## src/hw/ntm_control_pkg.sv

```systemverilog
package ntm_control_pkg;

  //////////////////////////////
  // Vector controller
  //////////////////////////////

  typedef enum logic [1:0] {
    STARTER,
    INPUT,
    ENDER
  } ntm_vector_state_t;

  //////////////////////////////
  // Scalar tanh sequencer
  //////////////////////////////

  // Prefixed, the power FSM has its own idle
  typedef enum logic [1:0] {
    SCALAR_IDLE,
    EXPONENTIAL,
    INVERSE,
    PRODUCT
  } ntm_scalar_state_t;

  //////////////////////////////
  // Square and multiply
  //////////////////////////////

  typedef enum logic [1:0] {
    POWER_IDLE,
    SQUARE,
    MULTIPLY
  } ntm_power_state_t;

endpackage

```

## src/hw/ntm_arith_pkg.sv

```systemverilog
package ntm_arith_pkg;

  //////////////////////////////
  // Widths
  //////////////////////////////

  // Residue and modulus width
  localparam int DATA_SIZE = 16;

  // Element count width
  localparam int INDEX_SIZE = 8;

  // Enough bits to address one bit of a word
  localparam int BIT_INDEX_SIZE = $clog2(DATA_SIZE);

  //////////////////////////////
  // Word types
  //////////////////////////////

  typedef logic [DATA_SIZE-1:0] ntm_word_t;
  typedef logic [INDEX_SIZE-1:0] ntm_index_t;
  typedef logic [BIT_INDEX_SIZE-1:0] ntm_bit_index_t;

  // Base of the exponential, 3 squared, so 9^x = 3^(2x)
  localparam ntm_word_t TANH_BASE_SQUARED = ntm_word_t'(9);

  //////////////////////////////
  // Operand bundles
  //////////////////////////////

  // Multiplier request, all fields mod p
  typedef struct packed {
    ntm_word_t modulo;
    ntm_word_t multiplicand;
    ntm_word_t multiplier;
  } ntm_product_request_t;

  // Exponentiation request
  typedef struct packed {
    ntm_word_t modulo;
    ntm_word_t base;
    ntm_word_t exponent;
  } ntm_power_request_t;

  // One element with its field
  typedef struct packed {
    ntm_word_t modulo;
    ntm_word_t data;
  } ntm_modular_operand_t;

endpackage
```

## src/hw/ntm_vector_tanh_function.sv

```systemverilog
module ntm_vector_tanh_function
  import ntm_arith_pkg::*;
  import ntm_control_pkg::*;
(
  input  logic       CLK,
  input  logic       RST,
  input  logic       START,
  output logic       READY,
  input  logic       DATA_IN_ENABLE,
  output logic       DATA_OUT_ENABLE,
  input  ntm_word_t  MODULO_IN,
  input  ntm_index_t SIZE_IN,
  input  ntm_word_t  DATA_IN,
  output ntm_word_t  DATA_OUT
);

  // FSM
  ntm_vector_state_t state;

  // Run length and position
  ntm_index_t size_r;
  ntm_index_t index_r;

  // Scalar unit
  logic scalar_start;
  logic scalar_ready;
  ntm_word_t scalar_data;
  ntm_modular_operand_t operand_r;

  //////////////////////////////
  // Element walk
  //////////////////////////////

  always_ff @(posedge CLK or posedge RST) begin
    if (RST) begin
      state           <= STARTER;
      size_r          <= '0;
      index_r         <= '0;
      scalar_start    <= 1'b0;
      READY           <= 1'b0;
      DATA_OUT_ENABLE <= 1'b0;
      DATA_OUT        <= '0;
    end else begin
      READY           <= 1'b0;
      DATA_OUT_ENABLE <= 1'b0;
      scalar_start    <= 1'b0;
      case (state)
        STARTER: begin
          // Empty vector runs as one element
          if (START) begin
            size_r  <= (SIZE_IN == '0) ? ntm_index_t'(1) : SIZE_IN;
            index_r <= '0;
            state   <= INPUT;
          end
        end
        INPUT: begin
          // Every element gets its own scalar run
          if (DATA_IN_ENABLE) begin
            scalar_start <= 1'b1;
            state        <= ENDER;
          end
        end
        ENDER: begin
          if (scalar_ready) begin
            DATA_OUT        <= scalar_data;
            DATA_OUT_ENABLE <= 1'b1;
            if (index_r == size_r - 1'b1) begin
              READY <= 1'b1;
              state <= STARTER;
            end else begin
              index_r <= index_r + 1'b1;
              state   <= INPUT;
            end
          end
        end
        default: state <= STARTER;
      endcase
    end
  end

  // Modulus once per run, data once per element
  always_ff @(posedge CLK) begin
    if (state == STARTER && START) begin
      operand_r.modulo <= MODULO_IN;
    end
    if (state == INPUT && DATA_IN_ENABLE) begin
      operand_r.data <= DATA_IN;
    end
  end

  ntm_scalar_tanh_function scalar_tanh_inst (
    .CLK     (CLK),
    .RST     (RST),
    .START   (scalar_start),
    .operand (operand_r),
    .READY   (scalar_ready),
    .DATA_OUT(scalar_data)
  );

  // Run end only ever rides on an output strobe
  ready_with_output_a : assert property (@(posedge CLK) disable iff (RST)
    READY |-> DATA_OUT_ENABLE);

endmodule

```

## src/hw/ntm_scalar_tanh_function.sv

```systemverilog
module ntm_scalar_tanh_function
  import ntm_arith_pkg::*;
  import ntm_control_pkg::*;
(
  input  logic                 CLK,
  input  logic                 RST,
  input  logic                 START,
  input  ntm_modular_operand_t operand,
  output logic                 READY,
  output ntm_word_t            DATA_OUT
);

  // FSM
  ntm_scalar_state_t state;

  // Element and intermediate terms
  ntm_modular_operand_t operand_r;
  ntm_word_t numerator_r;
  ntm_word_t denominator_r;
  ntm_word_t base_reduced;

  // Power unit, used twice
  logic pow_start;
  logic pow_ready;
  ntm_word_t pow_data;
  ntm_power_request_t pow_request;

  // Final product
  logic mul_start;
  logic mul_ready;
  ntm_word_t mul_data;
  ntm_product_request_t mul_request;

  // 9 mod p by repeated subtraction, bounded by the constant itself
  function automatic ntm_word_t reduce_base(input ntm_word_t modulo);
    ntm_word_t residue;
    residue = TANH_BASE_SQUARED;
    for (int i = 0; i < int'(TANH_BASE_SQUARED); i++) begin
      if (residue >= modulo) begin
        residue = residue - modulo;
      end
    end
    return residue;
  endfunction

  assign base_reduced = reduce_base(operand_r.modulo);

  //////////////////////////////
  // Step operands
  //////////////////////////////

  always_comb begin
    pow_request.modulo = operand_r.modulo;
    if (state == INVERSE) begin
      // Fermat inverse, d^(p-2)
      pow_request.base     = denominator_r;
      pow_request.exponent = operand_r.modulo - ntm_word_t'(2);
    end else begin
      pow_request.base     = base_reduced;
      pow_request.exponent = operand_r.data;
    end
    // Power output holds the inverse until its next run
    mul_request.modulo       = operand_r.modulo;
    mul_request.multiplicand = numerator_r;
    mul_request.multiplier   = pow_data;
  end

  //////////////////////////////
  // Sequencer
  //////////////////////////////

  always_ff @(posedge CLK or posedge RST) begin
    if (RST) begin
      state     <= SCALAR_IDLE;
      pow_start <= 1'b0;
      mul_start <= 1'b0;
      READY     <= 1'b0;
      DATA_OUT  <= '0;
    end else begin
      READY     <= 1'b0;
      pow_start <= 1'b0;
      mul_start <= 1'b0;
      case (state)
        SCALAR_IDLE: begin
          if (START) begin
            pow_start <= 1'b1;
            state     <= EXPONENTIAL;
          end
        end
        EXPONENTIAL: begin
          if (pow_ready) begin
            pow_start <= 1'b1;
            state     <= INVERSE;
          end
        end
        INVERSE: begin
          if (pow_ready) begin
            mul_start <= 1'b1;
            state     <= PRODUCT;
          end
        end
        PRODUCT: begin
          if (mul_ready) begin
            READY    <= 1'b1;
            DATA_OUT <= mul_data;
            state    <= SCALAR_IDLE;
          end
        end
        default: state <= SCALAR_IDLE;
      endcase
    end
  end

  // e-1 and e+1 mod p, e+1 wrapping to 0 gives a zero inverse
  always_ff @(posedge CLK) begin
    if (state == SCALAR_IDLE && START) begin
      operand_r <= operand;
    end
    if (state == EXPONENTIAL && pow_ready) begin
      numerator_r <= (pow_data == '0) ? operand_r.modulo - 1'b1 : pow_data - 1'b1;
      denominator_r <= (pow_data == operand_r.modulo - 1'b1) ? '0 : pow_data + 1'b1;
    end
  end

  ntm_modular_power power_inst (
    .CLK     (CLK),
    .RST     (RST),
    .START   (pow_start),
    .request (pow_request),
    .READY   (pow_ready),
    .DATA_OUT(pow_data)
  );

  ntm_modular_multiplier multiplier_inst (
    .CLK     (CLK),
    .RST     (RST),
    .START   (mul_start),
    .request (mul_request),
    .READY   (mul_ready),
    .DATA_OUT(mul_data)
  );

endmodule

```

## src/hw/ntm_modular_power.sv

```systemverilog
module ntm_modular_power
  import ntm_arith_pkg::*;
  import ntm_control_pkg::*;
(
  input  logic               CLK,
  input  logic               RST,
  input  logic               START,
  input  ntm_power_request_t request,
  output logic               READY,
  output ntm_word_t          DATA_OUT
);

  // FSM
  ntm_power_state_t state;
  ntm_bit_index_t bit_index;

  // Latched request and running result
  ntm_word_t modulo_r;
  ntm_word_t base_r;
  ntm_word_t exponent_r;
  ntm_word_t result_r;

  // Shared multiplier
  logic mul_start;
  logic mul_ready;
  ntm_word_t mul_data;
  ntm_product_request_t mul_request;

  // Square uses result twice, multiply folds in the base
  always_comb begin
    mul_request.modulo       = modulo_r;
    mul_request.multiplicand = result_r;
    mul_request.multiplier   = (state == MULTIPLY) ? base_r : result_r;
  end

  //////////////////////////////
  // Square and multiply FSM
  //////////////////////////////

  always_ff @(posedge CLK or posedge RST) begin
    if (RST) begin
      state     <= POWER_IDLE;
      bit_index <= '0;
      mul_start <= 1'b0;
      READY     <= 1'b0;
      DATA_OUT  <= '0;
    end else begin
      READY     <= 1'b0;
      mul_start <= 1'b0;
      case (state)
        POWER_IDLE: begin
          // Scan starts from the top exponent bit
          if (START) begin
            bit_index <= ntm_bit_index_t'(DATA_SIZE - 1);
            mul_start <= 1'b1;
            state     <= SQUARE;
          end
        end
        SQUARE: begin
          if (mul_ready) begin
            if (exponent_r[bit_index]) begin
              mul_start <= 1'b1;
              state     <= MULTIPLY;
            end else if (bit_index == '0) begin
              READY    <= 1'b1;
              DATA_OUT <= mul_data;
              state    <= POWER_IDLE;
            end else begin
              bit_index <= bit_index - 1'b1;
              mul_start <= 1'b1;
            end
          end
        end
        MULTIPLY: begin
          if (mul_ready) begin
            if (bit_index == '0) begin
              READY    <= 1'b1;
              DATA_OUT <= mul_data;
              state    <= POWER_IDLE;
            end else begin
              // Next bit opens with a square
              bit_index <= bit_index - 1'b1;
              mul_start <= 1'b1;
              state     <= SQUARE;
            end
          end
        end
        default: state <= POWER_IDLE;
      endcase
    end
  end

  // Result starts at 1, so exponent 0 ends as 1 mod p
  always_ff @(posedge CLK) begin
    if (state == POWER_IDLE && START) begin
      modulo_r   <= request.modulo;
      base_r     <= request.base;
      exponent_r <= request.exponent;
      result_r   <= ntm_word_t'(1);
    end else if (mul_ready) begin
      result_r <= mul_data;
    end
  end

  ntm_modular_multiplier multiplier_inst (
    .CLK     (CLK),
    .RST     (RST),
    .START   (mul_start),
    .request (mul_request),
    .READY   (mul_ready),
    .DATA_OUT(mul_data)
  );

  // A field needs p above 1 for the initial 1 to be reduced
  modulo_above_one_a : assert property (@(posedge CLK) disable iff (RST)
    (START && state == POWER_IDLE) |-> request.modulo > ntm_word_t'(1));

endmodule

```

## src/hw/ntm_modular_multiplier.sv

```systemverilog
module ntm_modular_multiplier
  import ntm_arith_pkg::*;
(
  input  logic                 CLK,
  input  logic                 RST,
  input  logic                 START,
  input  ntm_product_request_t request,
  output logic                 READY,
  output ntm_word_t            DATA_OUT
);

  // Control
  logic busy;
  ntm_bit_index_t step_count;

  // Working registers
  ntm_word_t modulo_r;
  ntm_word_t multiplicand_r;
  ntm_word_t multiplier_r;
  ntm_word_t accumulator;

  // One extra bit for the carry of double and add
  logic [DATA_SIZE:0] doubled;
  logic [DATA_SIZE:0] summed;
  ntm_word_t next_accumulator;

  //////////////////////////////
  // One step of the scan
  //////////////////////////////

  always_comb begin
    // Double, then fold back below p
    doubled = {accumulator, 1'b0};
    if (doubled >= {1'b0, modulo_r}) begin
      doubled = doubled - {1'b0, modulo_r};
    end
    // Add multiplicand when the current top bit is set
    summed = doubled + (multiplier_r[DATA_SIZE-1] ? {1'b0, multiplicand_r} : '0);
    if (summed >= {1'b0, modulo_r}) begin
      summed = summed - {1'b0, modulo_r};
    end
    next_accumulator = summed[DATA_SIZE-1:0];
  end

  //////////////////////////////
  // Control
  //////////////////////////////

  always_ff @(posedge CLK or posedge RST) begin
    if (RST) begin
      busy       <= 1'b0;
      step_count <= '0;
      READY      <= 1'b0;
      DATA_OUT   <= '0;
    end else begin
      READY <= 1'b0;
      if (!busy) begin
        // New product, START while busy falls through
        if (START) begin
          busy       <= 1'b1;
          step_count <= '0;
        end
      end else begin
        step_count <= step_count + 1'b1;
        // Last bit, result leaves with the pulse
        if (step_count == ntm_bit_index_t'(DATA_SIZE - 1)) begin
          busy     <= 1'b0;
          READY    <= 1'b1;
          DATA_OUT <= next_accumulator;
        end
      end
    end
  end

  // Operands and accumulator
  always_ff @(posedge CLK) begin
    if (!busy && START) begin
      modulo_r       <= request.modulo;
      multiplicand_r <= request.multiplicand;
      multiplier_r   <= request.multiplier;
      accumulator    <= '0;
    end else if (busy) begin
      accumulator  <= next_accumulator;
      multiplier_r <= multiplier_r << 1;
    end
  end

  // Caller keeps operands reduced, else one subtraction is not enough
  operands_reduced_a : assert property (@(posedge CLK) disable iff (RST)
    (START && !busy) |-> (request.multiplicand < request.modulo) &&
                         (request.multiplier < request.modulo));

endmodule

```

## config.mk

```make
export PLATFORM = sky130hd
export DESIGN_NAME = ntm_vector_tanh_function
export DESIGN_NICKNAME = d
export VERILOG_FILES = /design/src/hw/ntm_control_pkg.sv /design/src/hw/ntm_arith_pkg.sv /design/src/hw/ntm_vector_tanh_function.sv /design/src/hw/ntm_scalar_tanh_function.sv /design/src/hw/ntm_modular_power.sv /design/src/hw/ntm_modular_multiplier.sv
export SDC_FILE = /design/constraint.sdc
export NUM_CORES = 1
export LEC_CHECK = 0
export BUFFER_PORTS_ARGS = -buffer_cell sky130_fd_sc_hd__buf_2
export CELL_PAD_IN_SITES_DETAIL_PLACEMENT = 0
export CELL_PAD_IN_SITES_GLOBAL_PLACEMENT = 2
export CORE_MARGIN = 1.5
export CORE_UTILIZATION = 25
export DETAILED_ROUTE_END_ITERATION = 10
export PLACE_DENSITY = 0.56
export SLEW_MARGIN = 15
export SYNTH_ARGS = -nofsm -noshare
export SYNTH_HDL_FRONTEND = slang
export SYNTH_SLANG_ARGS = --single-unit
```

## constraint.sdc

```tcl
create_clock -name CLK -period 20 [get_ports CLK]
set_input_delay 2 -clock CLK [delete_from_list [all_inputs] [get_ports CLK]]
set_output_delay 2 -clock CLK [all_outputs]
set_load 0.02 [all_outputs]
```

==> summary.md, run 1 <==
| Metric | Value |
|---|---|
| Most used cell along the critical path | buf_4 |
| Post-synth EDFFs | 240 |
| CTS Root Cell | clkbuf_16 |
| DR vias/cell | 4.969 |
| Mapped Avg Cell Area | 9.431 um2 |
| H-tree levels | 2 |
| Largest register by flop count | operand_r |
| CP max stage delay | 0.44 ns |
| Largest net degree at the start of global routing | 71 |
| Power Total | 3.617 mW |
| CTS hold repair buffers | 0 |
| Final GP Congestion | 0.9002 |
| Final hold vios | 0 |
| Die Width | 345.2 um |
| CTS tree | done |
| VDD IR max | 85.96 uV |
| Met3 Wirelength | 3.074 mm |
| Slowest-stage cell, CP | o41a_1 |
| Ys flop type | edfxtp_1 |
| Top cells by instance count after synthesis | 284 x nand2_1, 283 x nor2_1, 240 x edfxtp_1 |
| Met1 wire length | between 40 and 50 mm |
| I/O pin count | 62 |
| Critical Path Start Type | flip-flop |
| Sequential fraction of the synthesis area | roughly two fifths |
| Slew HR | 33.81% |
| Top Layer Used | met4 |
| DP Area | between 0.03 and 0.04 mm2 |
| Leakage Power | 14.54 nW |
| DRT iter0 DRCs | 1391 |
| Final ANT Viol Nets | 0 |
| Area contributors post-synth | edfxtp_1 25%, dfrtp_1 11%, ha_1 9.8% |
| Max Cap Viol | 0 |
| Cell Area, Synth | roughly 0.029 mm2 |
| Ys Warns | 0 |
| TritonCTS Buffers | 49 |
| Total die area | 0.1192 mm2 |
| Tot GR Track Use | 17.10% |
| First drt pass iteration count | 5 |
| Cell taking the most area after synthesis | edfxtp_1 |
| Minimum clock period | roughly 19 ns |
| Top-area cell type share of the netlist area | 24.61% |
| Seq cells post-synth | approximately 410 |
| Cell with the most instances after synthesis | nand2_1 |
| Clk slew on worst S/H paths | 0.06 ns |
| Clk sinks | 414 |
| Hpwl dp | just over 80 mm |
| Core box area | 0.1162 mm2 |
| Netlist cell types | 104 |
| Clk_skew | 0.03092 ns |
| Clock Path Buffers | 3 |
| Critical Path AT | between 15 and 20 ns |
| Fmax achieved | about 52 MHz |
| Flop2flop setup slack | 0.91 ns |
| Status | finished, final reports clean |
| Buffers on Ports | 61 |
| Setup violators final | 0 |
| Final-report max-slew violation count | 0 |
| WL/cell | between 20 and 25 um |
| Fin crit share | 95.47% |
| Routed vias | 24110 |
| Vias in the first global route | 24260 |
| WS Path Type | reg2reg |
| Area Overhead vs Synth | 17.32% |
| CP Capture Type | flip-flop |
| Mapped Cells | 3105 |
| P per Cell Area | approximately 110 mW/mm2 |
| Core Util, Final | 29.56% |
| Nets | 3573 |
| Largest register FFs | 32 |
| Residual DRC | 0 |
| Least-Margin Pin Slew | just under 1 ns |
| Clk Latency, worst-skew pair | 0.61 ns |
| Max FO, Critical Path | 15 |
| Final Instance Area | 0.03435 mm2 |
| Site Rows | 125 |
| Routed WL | 104.5 mm |
| Initial Util | between 20% and 30% |
| First-pass GRT wire length | 155.8 mm |
| Remaining Overflow, GRT | 0 |
| Met2 routed WL | a little under 50 mm |
| Antenna violations before repair | 1 |
| Syn Nets | 3392 |
| Fraction of registers with async set/reset | 30.43% |
| Layout cells sized above 1 | 15.96% |
| Hold WC Path Type | reg2reg |
| Die height | ~350 um |
| Worst EP required | 20.36 ns |
## critical path, delay by kind of cell (launching register included)
kind,cells,cell delay (ns)
DFF,1,0.40
AOI/OAI and AO/OA,40,8.56
buffers and inverters,13,2.26
adders and majority gates,11,3.26
muxes,2,0.72
and+or+nand+nor,21,3.61
## cell usage in the layout, fill, tap and decap left out, types with 52 or more instances in the layout
cell / n
a21oi_1: 191
inv_1: 150
buf_4: 163
nand2_1: 282
ha_1: 226
xnor2_1: 148
o21ai_0: 208
nand3_1: 67
nor3_1: 61
edfxtp_1: 240
mux2i_1: 74
buf_2: 62
mux2_2: 98
xor2_1: 90
nor2_1: 278
a21o_1: 52
dfrtp_1: 126
## where the power goes
part | total, mW | switching (mW) | internal (mW)
Combinational | 1.60 | 0.986 | 0.617
Sequential | 1.12 | 0.0882 | 1.03
Clock | 0.891 | 0.379 | 0.512
## path summary, 6_finish.rpt
path                                                              endpoint  depth (start not counted)                                               start
min in group asynchronous         scalar_tanh_inst.DATA_OUT[6]$_DFFE_PP0P_                          2                                                 RST
max in group asynchronous                                        async pin                          3                                                 RST
min reg2reg                                                      flip-flop                          0  scalar_tanh_inst.power_inst.modulo_r[10]$_DFFE_PP_
max                        scalar_tanh_inst.power_inst.base_r[7]$_DFFE_PP_                         87          scalar_tanh_inst.mul_request[33]$_DFFE_PP_
min                                                              flip-flop                          0  scalar_tanh_inst.power_inst.modulo_r[10]$_DFFE_PP_
max reg2reg                scalar_tanh_inst.power_inst.base_r[7]$_DFFE_PP_                         87          scalar_tanh_inst.mul_request[33]$_DFFE_PP_
## cell families after synthesis
| group | after synthesis | synth area share, % |
|---|---|---|
| AND/OR/NAND/NOR | 988 | 16.10 |
| multiplexers | 181 | 6.879 |
| buffers and inverters | 257 | 3.401 |
| XOR/XNOR | 238 | 7.119 |
| flip-flops | 414 | 38.66 |
| adder cells (fa/ha/maj) | 243 | 10.72 |
| AO/OA/AOI/OAI | 784 | 17.12 |
## through the flow
step	setup WS (ns)	TNS, ns	std cells	hold slack, ns
after floorplan	0.01299	0	3105	0.4003
after global placement	-0.2716	-0.5403	4741	0.4059
after detailed placement	-0.5469	-3.286	4741	0.4045
after CTS	0.07157	0	4833	0.4185
after global routing	-0.1297	-0.6152	4851	0.4249
final	0.9064	0	4852	0.4165
## layout make-up
type	count	area [um2]
Antenna cell	1	2.502
Clock buffer	65	1326
Clock inverter	27	276.5
Fill cell	12190	81850
Inverter	156	590.6
Multi-Input combinational cell	2435	17340
Sequential cell	414	11320
Tap cell	1524	1907
Timing Repair Buffer	230	1590
## metal layers
metal | vias to the layer above | GRT usage [%]
met5 | - | 0
met3 | 130 | 1.497
met2 | 446 | 28.61
li1 | 11710 | -
met4 | 0 | 4.533
met1 | 11830 | 23.55
## timing repair
| item | in CTS | in global routing |
|---|---|---|
| pin swaps | 0 | 13 |
| setup buffers | 0 | 16 |
| setup endpoints to repair | 16 | 16 |
| hold endpoints to repair | 0 | 0 |
| gates resized for setup | 7 | 67 |
| gates cloned | 0 | 2 |
Note: power is estimated with default switching activity, not from simulation.
==> inputs of run 2 (changes only) <==
--- a/config.mk
+++ b/config.mk
@@ -8,6 +8,7 @@
 export BUFFER_PORTS_ARGS = -buffer_cell sky130_fd_sc_hd__buf_2
 export CELL_PAD_IN_SITES_DETAIL_PLACEMENT = 0
 export CELL_PAD_IN_SITES_GLOBAL_PLACEMENT = 2
+export CORE_ASPECT_RATIO = 0.75
 export CORE_MARGIN = 1.5
 export CORE_UTILIZATION = 25
 export DETAILED_ROUTE_END_ITERATION = 10
==> summary.md, run 2 (synthesized netlist as in run 1, its figures left out) <==
| Metric | Value |
|---|---|
| Minimum clock period | 19.20 ns (+0.1096 ns) |
| Fmax achieved | 52.07 MHz (-0.57%) |
| Total die area | 0.1192 mm2 (about the same) |
| Switching Fraction | 40.51% (+0.32 points) |
| Residual DRC | 0 (unchanged) |
| CTS tree | done |
| CTS Root Cell | clkbuf_16 |
| Max FO, Critical Path | 16 (+1) |
| CP Capture Type | flip-flop |
| TritonCTS Buffers | 45 (-8.2%) |
| Least-Margin Pin Slew | 1.048 ns (+0.08035 ns) |
| Commonest non-fill, non-tap cells in the layout | 282 x nand2_1, 280 x nor2_1, 240 x edfxtp_1, 224 x ha_1, 205 x o21ai_0 |
| Tot GR Track Use | 17.38% (+0.29 points) |
| Routed vias | 24310 (+0.81%) |
| Site Rows | 108 (-14%) |
| Fin crit share | 96.02% (+0.55 points) |
| DP Area | 0.03237 mm2 (+0.19%) |
| Layout cells sized above 1 | 15.84% (-0.12 points) |
| Antenna violations before repair | 5 (+4) |
| Clock power frac | 24.2% (-0.4 points) |
| First-pass GRT wire length | 156.5 mm (+0.47%) |
| Pre-CTS setup slack | -0.7476 ns (-0.2007 ns) |
| Core Util, Final | 29.65% (+0.091 points) |
| Buffers on Ports | 61 (unchanged) |
| Most used cell along the critical path | buf_4 |
| Vias in the first global route | 23660 (-2.5%) |
| Critical Path AT | 19.53 ns (+0.08 ns) |
| Area Overhead vs Synth | 17.41% (about the same) |
| CP max stage delay | 0.62 ns (+0.18 ns) |
| Logic pwr share | 44.9% (+0.6 points) |
| Critical Path Start Type | flip-flop |
| Setup violators final | 0 (unchanged) |
| Seq pwr share | 30.9% (about the same) |
| DRT iter0 DRCs | 1939 (+39%) |
| P per Cell Area | 105.7 mW/mm2 (+0.36%) |
| Final Instance Area | 0.03438 mm2 (about the same) |
| Filler Cell Count | 12240 (+0.42%) |
| Final Non-Filler Cells | 4861 (+0.19%) |
| Minimum hold slack | 0.4032 ns (-0.01331 ns) |
| Most common cell after layout, fill and taps aside | nand2_1 |
| Final-report max-slew violation count | 0 (unchanged) |
| WS Path Type | reg2reg |
| Final worst slack | 0.7968 ns (-0.1096 ns) |
| Routed WL | 106.0 mm (+1.4%) |
| Switching pwr | 1.472 mW (+1.2%) |
| VDD IR max | 90.14 uV (+4.9%) |
| Final hold vios | 0 (unchanged) |
| Die Width | 398.2 um (+15%) |
| Die height | 299.4 um (-13%) |
| Placed Instances | 4762 (+0.44%) |
| Clk Latency, worst-skew pair | 0.60 ns (about the same) |
| Initial Util | 25.26% (+0.057 points) |
| Flop2flop setup slack | 0.80 ns (-0.11 ns) |
| Max Cap Viol | 0 (unchanged) |
| Hold WC Path Type | reg2reg |
| H-tree levels | 2 (unchanged) |
| Largest register by flop count | operand_r |
| Power Total | 3.633 mW (+0.44%) |
| P_int | 2.161 mW (about the same) |
| DR vias/cell | 5.000 (+0.62%) |
| Clock Path Buffers | 3 (unchanged) |
| Hpwl dp | 82.14 mm (+1.5%) |
| Remaining Overflow, GRT | 0 (unchanged) |
| Status | finished, final reports clean |
| Setup total negative slack | 0 ns (unchanged) |
| Slew HR | 28.32% (-5.5 points) |
| Nets | 3572 (-0.028%) |
| I/O pin count | 62 (unchanged) |
| WL/cell | 21.81 um (+1.3%) |
| Largest net degree at the start of global routing | 70 (-1.4%) |
| Final GP Congestion | 0.9009 (about the same) |
| Slowest-stage cell, CP | nor4_1 |
| Core box area | 0.1159 mm2 (-0.23%) |
| Worst EP required | 20.33 ns (-0.03 ns) |
| Final ANT Viol Nets | 0 (unchanged) |
| Clk sinks | 414 (unchanged) |
| Clk slew on worst S/H paths | 0.07 ns (about the same) |
| Clk_skew | 0.02598 ns (-0.004935 ns) |
| Largest register FFs | 32 (unchanged) |
| First drt pass iteration count | 5 (unchanged) |
| Leakage Power | 14.59 nW (+0.30%) |
## run 2: path summary, 6_finish.rpt
| path | startpoint | to | depth (start not counted) |
|---|---|---|---|
| min in group asynchronous | RST | scalar_tanh_inst.multiplier_inst.DATA_OUT[12]$_DFFE_PP0P_ | 2 |
| min | scalar_tanh_inst.numerator_r[2]$_DFFE_PP_ | scalar_tanh_inst.multiplier_inst.multiplicand_r[2]$_DFFE_PP_ | 0 |
| max in group asynchronous | RST | index_r[4]$_DFFE_PP0P_ | 3 |
| min reg2reg | scalar_tanh_inst.numerator_r[2]$_DFFE_PP_ | scalar_tanh_inst.multiplier_inst.multiplicand_r[2]$_DFFE_PP_ | 0 |
| max reg2reg | scalar_tanh_inst.mul_request[33]$_DFFE_PP_ | scalar_tanh_inst.power_inst.base_r[15]$_DFFE_PP_ | 85 |
| max | scalar_tanh_inst.mul_request[33]$_DFFE_PP_ | scalar_tanh_inst.power_inst.base_r[15]$_DFFE_PP_ | 85 |
## run 2: worst max-delay path: cells and delay by family (launching register included)
family / cells / cell delay [ns]
simple gates: 22 / 4.66
buf+inv: 12 / 1.88
flops: 1 / 0.39
fa+ha+maj: 10 / 3.40
mux: 3 / 0.79
compound gates: 38 / 7.77
## run 2: area by class of cell
class	instances	area (um2)	share of cell area, %
Multi-Input combinational cell	2434	17380	50.56
Sequential cell	414	11320	32.93
Tap cell	1540	1927	5.604
Timing Repair Buffer	234	1632	4.746
Clock buffer	60	1290	3.752
Inverter	156	590.6	1.718
Clock inverter	22	235.2	0.6842
Antenna cell	1	2.502	0.007279
## run 2: power groups by stage
stage	Clock [mW]	Combinational (mW)	Sequential [mW]
floorplan	0	1.13	1.10
detailed placement	0	1.61	1.14
global placement	0	1.58	1.14
finish	0.879	1.63	1.12
CTS	0.907	1.62	1.12
global route	0.937	1.80	1.14
## run 2: what timing repair did
action | in CTS | in global routing
buffers inserted | 4 | 11
setup endpoints to repair | 16 | 16
hold buffers | 0 | 0
pin swaps | 2 | 23
gates resized for setup | 18 | 59
cloned | 0 | 0
## run 2: layer usage
metal	vias up	GRT usage [%]	part of all wire, %
met5	-	0	0.012
met2	575	24.34	40
met1	11940	28.00	54
li1	11690	-	-
met3	103	2.147	4.7
met4	2	3.196	1.7
==> inputs of run 3 (changes only) <==
--- a/config.mk
+++ b/config.mk
@@ -6,13 +6,14 @@
 export NUM_CORES = 1
 export LEC_CHECK = 0
 export BUFFER_PORTS_ARGS = -buffer_cell sky130_fd_sc_hd__buf_2
+export CAP_MARGIN = 10
 export CELL_PAD_IN_SITES_DETAIL_PLACEMENT = 0
 export CELL_PAD_IN_SITES_GLOBAL_PLACEMENT = 2
 export CORE_ASPECT_RATIO = 0.75
 export CORE_MARGIN = 1.5
-export CORE_UTILIZATION = 25
+export CORE_UTILIZATION = 38
 export DETAILED_ROUTE_END_ITERATION = 10
-export PLACE_DENSITY = 0.56
+export PLACE_DENSITY = 0.79
 export SLEW_MARGIN = 15
 export SYNTH_ARGS = -nofsm -noshare
 export SYNTH_HDL_FRONTEND = slang
==> summary.md, run 3 (synthesized netlist as in run 1, its figures left out) <==
| Metric | Value |
|---|---|
| Flop2flop setup slack | 0.62 ns (-0.17 ns) |
| Routed WL | 96.58 mm (-8.9%) |
| Minimum hold slack | 0.4150 ns (+0.01182 ns) |
| I/O pin count | 62 (unchanged) |
| Nets | 3561 (-0.31%) |
| Slew HR | 20.17% (-8.1 points) |
| Vias in the first global route | 23570 (-0.36%) |
| Largest net degree at the start of global routing | 76 (+8.6%) |
| Setup violators final | 0 (unchanged) |
| WS Path Type | reg2reg |
| WL/cell | 22.31 um (+2.3%) |
| Antenna violations before repair | 2 (-3) |
| Initial Util | 38.65% (+13 points) |
| CTS Root Cell | clkbuf_16 |
| Most used cell along the critical path | buf_4 |
| Largest register by flop count | operand_r |
| First drt pass iteration count | 7 (+2) |
| Buffers on Ports | 61 (unchanged) |
| DR vias/cell | 5.693 (+14%) |
| DRT iter0 DRCs | 2457 (+27%) |
| Worst r2r path cells | 89 (+4.7%) |
| Max FO, Critical Path | 10 (-6) |
| Least-Margin Pin Slew | 1.197 ns (+0.1492 ns) |
| Minimum clock period | 19.38 ns (+0.1736 ns) |
| Final GP Congestion | 0.9490 (+5.3%) |
| RR Endpoint | scalar_tanh_inst.power_inst.base_r[15]$_DFFE_PP_ |
| HP Start | scalar_tanh_inst.power_inst.modulo_r[11]$_DFFE_PP_ |
| Critical Path AT | 19.68 ns (+0.15 ns) |
| Most common cell after layout, fill and taps aside | nand2_1 |
| Commonest non-fill, non-tap cells in the layout | 283 x nand2_1, 278 x nor2_1, 240 x edfxtp_1, 224 x ha_1, 205 x o21ai_0 |
| Die height | 243.4 um (-19%) |
| Die Width | 323.5 um (-19%) |
| Hold WC Path Type | reg2reg |
| P per Cell Area | 104.3 mW/mm2 (-1.3%) |
| Reg2reg start | scalar_tanh_inst.mul_request[33]$_DFFE_PP_ |
| CP max stage delay | 0.47 ns (-0.15 ns) |
| Tot GR Track Use | 24.19% (+6.8 points) |
| Power Total | 3.492 mW (-3.9%) |
| Hpwl dp | 75.10 mm (-8.6%) |
| Status | finished, final reports clean |
| Final-report max-slew violation count | 0 (unchanged) |
| Layout cells sized above 1 | 15.38% (-0.47 points) |
| Final ANT Viol Nets | 0 (unchanged) |
| Critical Path Start Type | flip-flop |
| Routed vias | 24640 (+1.4%) |
| Clock Path Buffers | 3 (unchanged) |
| Core box area | 0.07576 mm2 (-35%) |
| Area Overhead vs Synth | 14.34% |
| Fin crit share | 96.88% (+0.87 points) |
| CTS hold repair buffers | 0 (unchanged) |
| Clk_skew | 0.01784 ns (-0.008146 ns) |
| Leakage Power | 14.41 nW (-1.2%) |
| Max Cap Viol | 0 (unchanged) |
| Worst EP required | 20.30 ns (-0.03 ns) |
| Slowest-stage cell, CP | fa_1 |
| Clk sinks | 414 (unchanged) |
| Total die area | 0.07875 mm2 (-34%) |
| Pre-CTS setup slack | -0.2249 ns (+0.5227 ns) |
| Final hold vios | 0 (unchanged) |
| H-tree levels | 2 (unchanged) |
| Clk Latency, worst-skew pair | 0.56 ns (-0.04 ns) |
| TritonCTS Buffers | 41 (-8.9%) |
| CP Capture Type | flip-flop |
| Site Rows | 87 (-19%) |
| Remaining Overflow, GRT | 0 (unchanged) |
| Fmax achieved | 51.61 MHz (-0.90%) |
| CTS tree | done |
| Worst hold path depth | 0 (unchanged) |
| VDD IR max | 117.7 uV (+31%) |
| Residual DRC | 0 (unchanged) |
| First-pass GRT wire length | 145.2 mm (-7.2%) |
| Largest register FFs | 32 (unchanged) |
| Final worst slack | 0.6232 ns (-0.1736 ns) |
| Clk slew on worst S/H paths | 0.07 ns (about the same) |
-- run 3: report_power, final --
part	internal, mW	switching (mW)
clock network	0.452	0.343
logic	0.617	0.961
registers	1.03	0.0857
total	2.10	1.39
-- run 3: routing by layer --
layer	wire length, um	track usage, %	vias to the layer above
li1	-	-	11670
met1	48910	38.46	11960
met2	37970	32.97	892
met3	7720	4.979	122
met4	1979	5.030	0
met5	0	0	-
-- run 3: critical path: cells and delay by family, from the launching register on --
kind                       cells  cell delay (ns)
adders and majority gates     11             3.33
DFF                            1             0.42
AOI/OAI and AO/OA             41             8.83
and+or+nand+nor               20             3.65
muxes                          3             0.78
buffers and inverters         14             2.06
-- run 3: worst max-delay path by stage --
stage / start / end / slack (ns)
final: scalar_tanh_inst.mul_request[33]$_DFFE_PP_ / scalar_tanh_inst.power_inst.base_r[15]$_DFFE_PP_ / 0.62
after global placement: scalar_tanh_inst.mul_request[36]$_DFFE_PP_ / scalar_tanh_inst.power_inst.base_r[9]$_DFFE_PP_ / 0.12
after CTS: scalar_tanh_inst.mul_request[36]$_DFFE_PP_ / scalar_tanh_inst.power_inst.base_r[15]$_DFFE_PP_ / 0.03
after floorplan: scalar_tanh_inst.mul_request[33]$_DFFE_PP_ / scalar_tanh_inst.power_inst.base_r[14]$_DFFE_PP_ / 0.01
after detailed placement: scalar_tanh_inst.mul_request[36]$_DFFE_PP_ / scalar_tanh_inst.power_inst.base_r[9]$_DFFE_PP_ / -0.22
after global routing: scalar_tanh_inst.mul_request[34]$_DFFE_PP_ / scalar_tanh_inst.power_inst.base_r[15]$_DFFE_PP_ / -0.18
-- run 3: repair_timing --
action / in CTS / in global routing
setup endpoints to repair: 16 / 16
cloned: 0 / 2
buffers inserted: 2 / 15
pin swaps: 1 / 22
resized for setup: 2 / 65
-- run 3: through the flow --
step           instance area [um2]  setup TNS (ns)  instances  utilization, %
2_1_floorplan                29320               0       3105               -
3_5_place_dp                 31640         -0.7472       4234           41.76
3_3_place_gp                 31640               0       4234           41.76
6_report                     33480               0       4328           44.19
5_1_grt                      33480         -0.6248       4327           44.19
4_1_cts                      33020               0       4309           43.59
-- run 3: layout make-up --
type,instances,area (um2)
Antenna cell,1,2.502
Clock buffer,52,1160
Clock inverter,21,201.4
Fill cell,7307,42280
Inverter,156,590.6
Multi-Input combinational cell,2434,17330
Sequential cell,414,11320
Tap cell,1023,1280
Timing Repair Buffer,227,1600
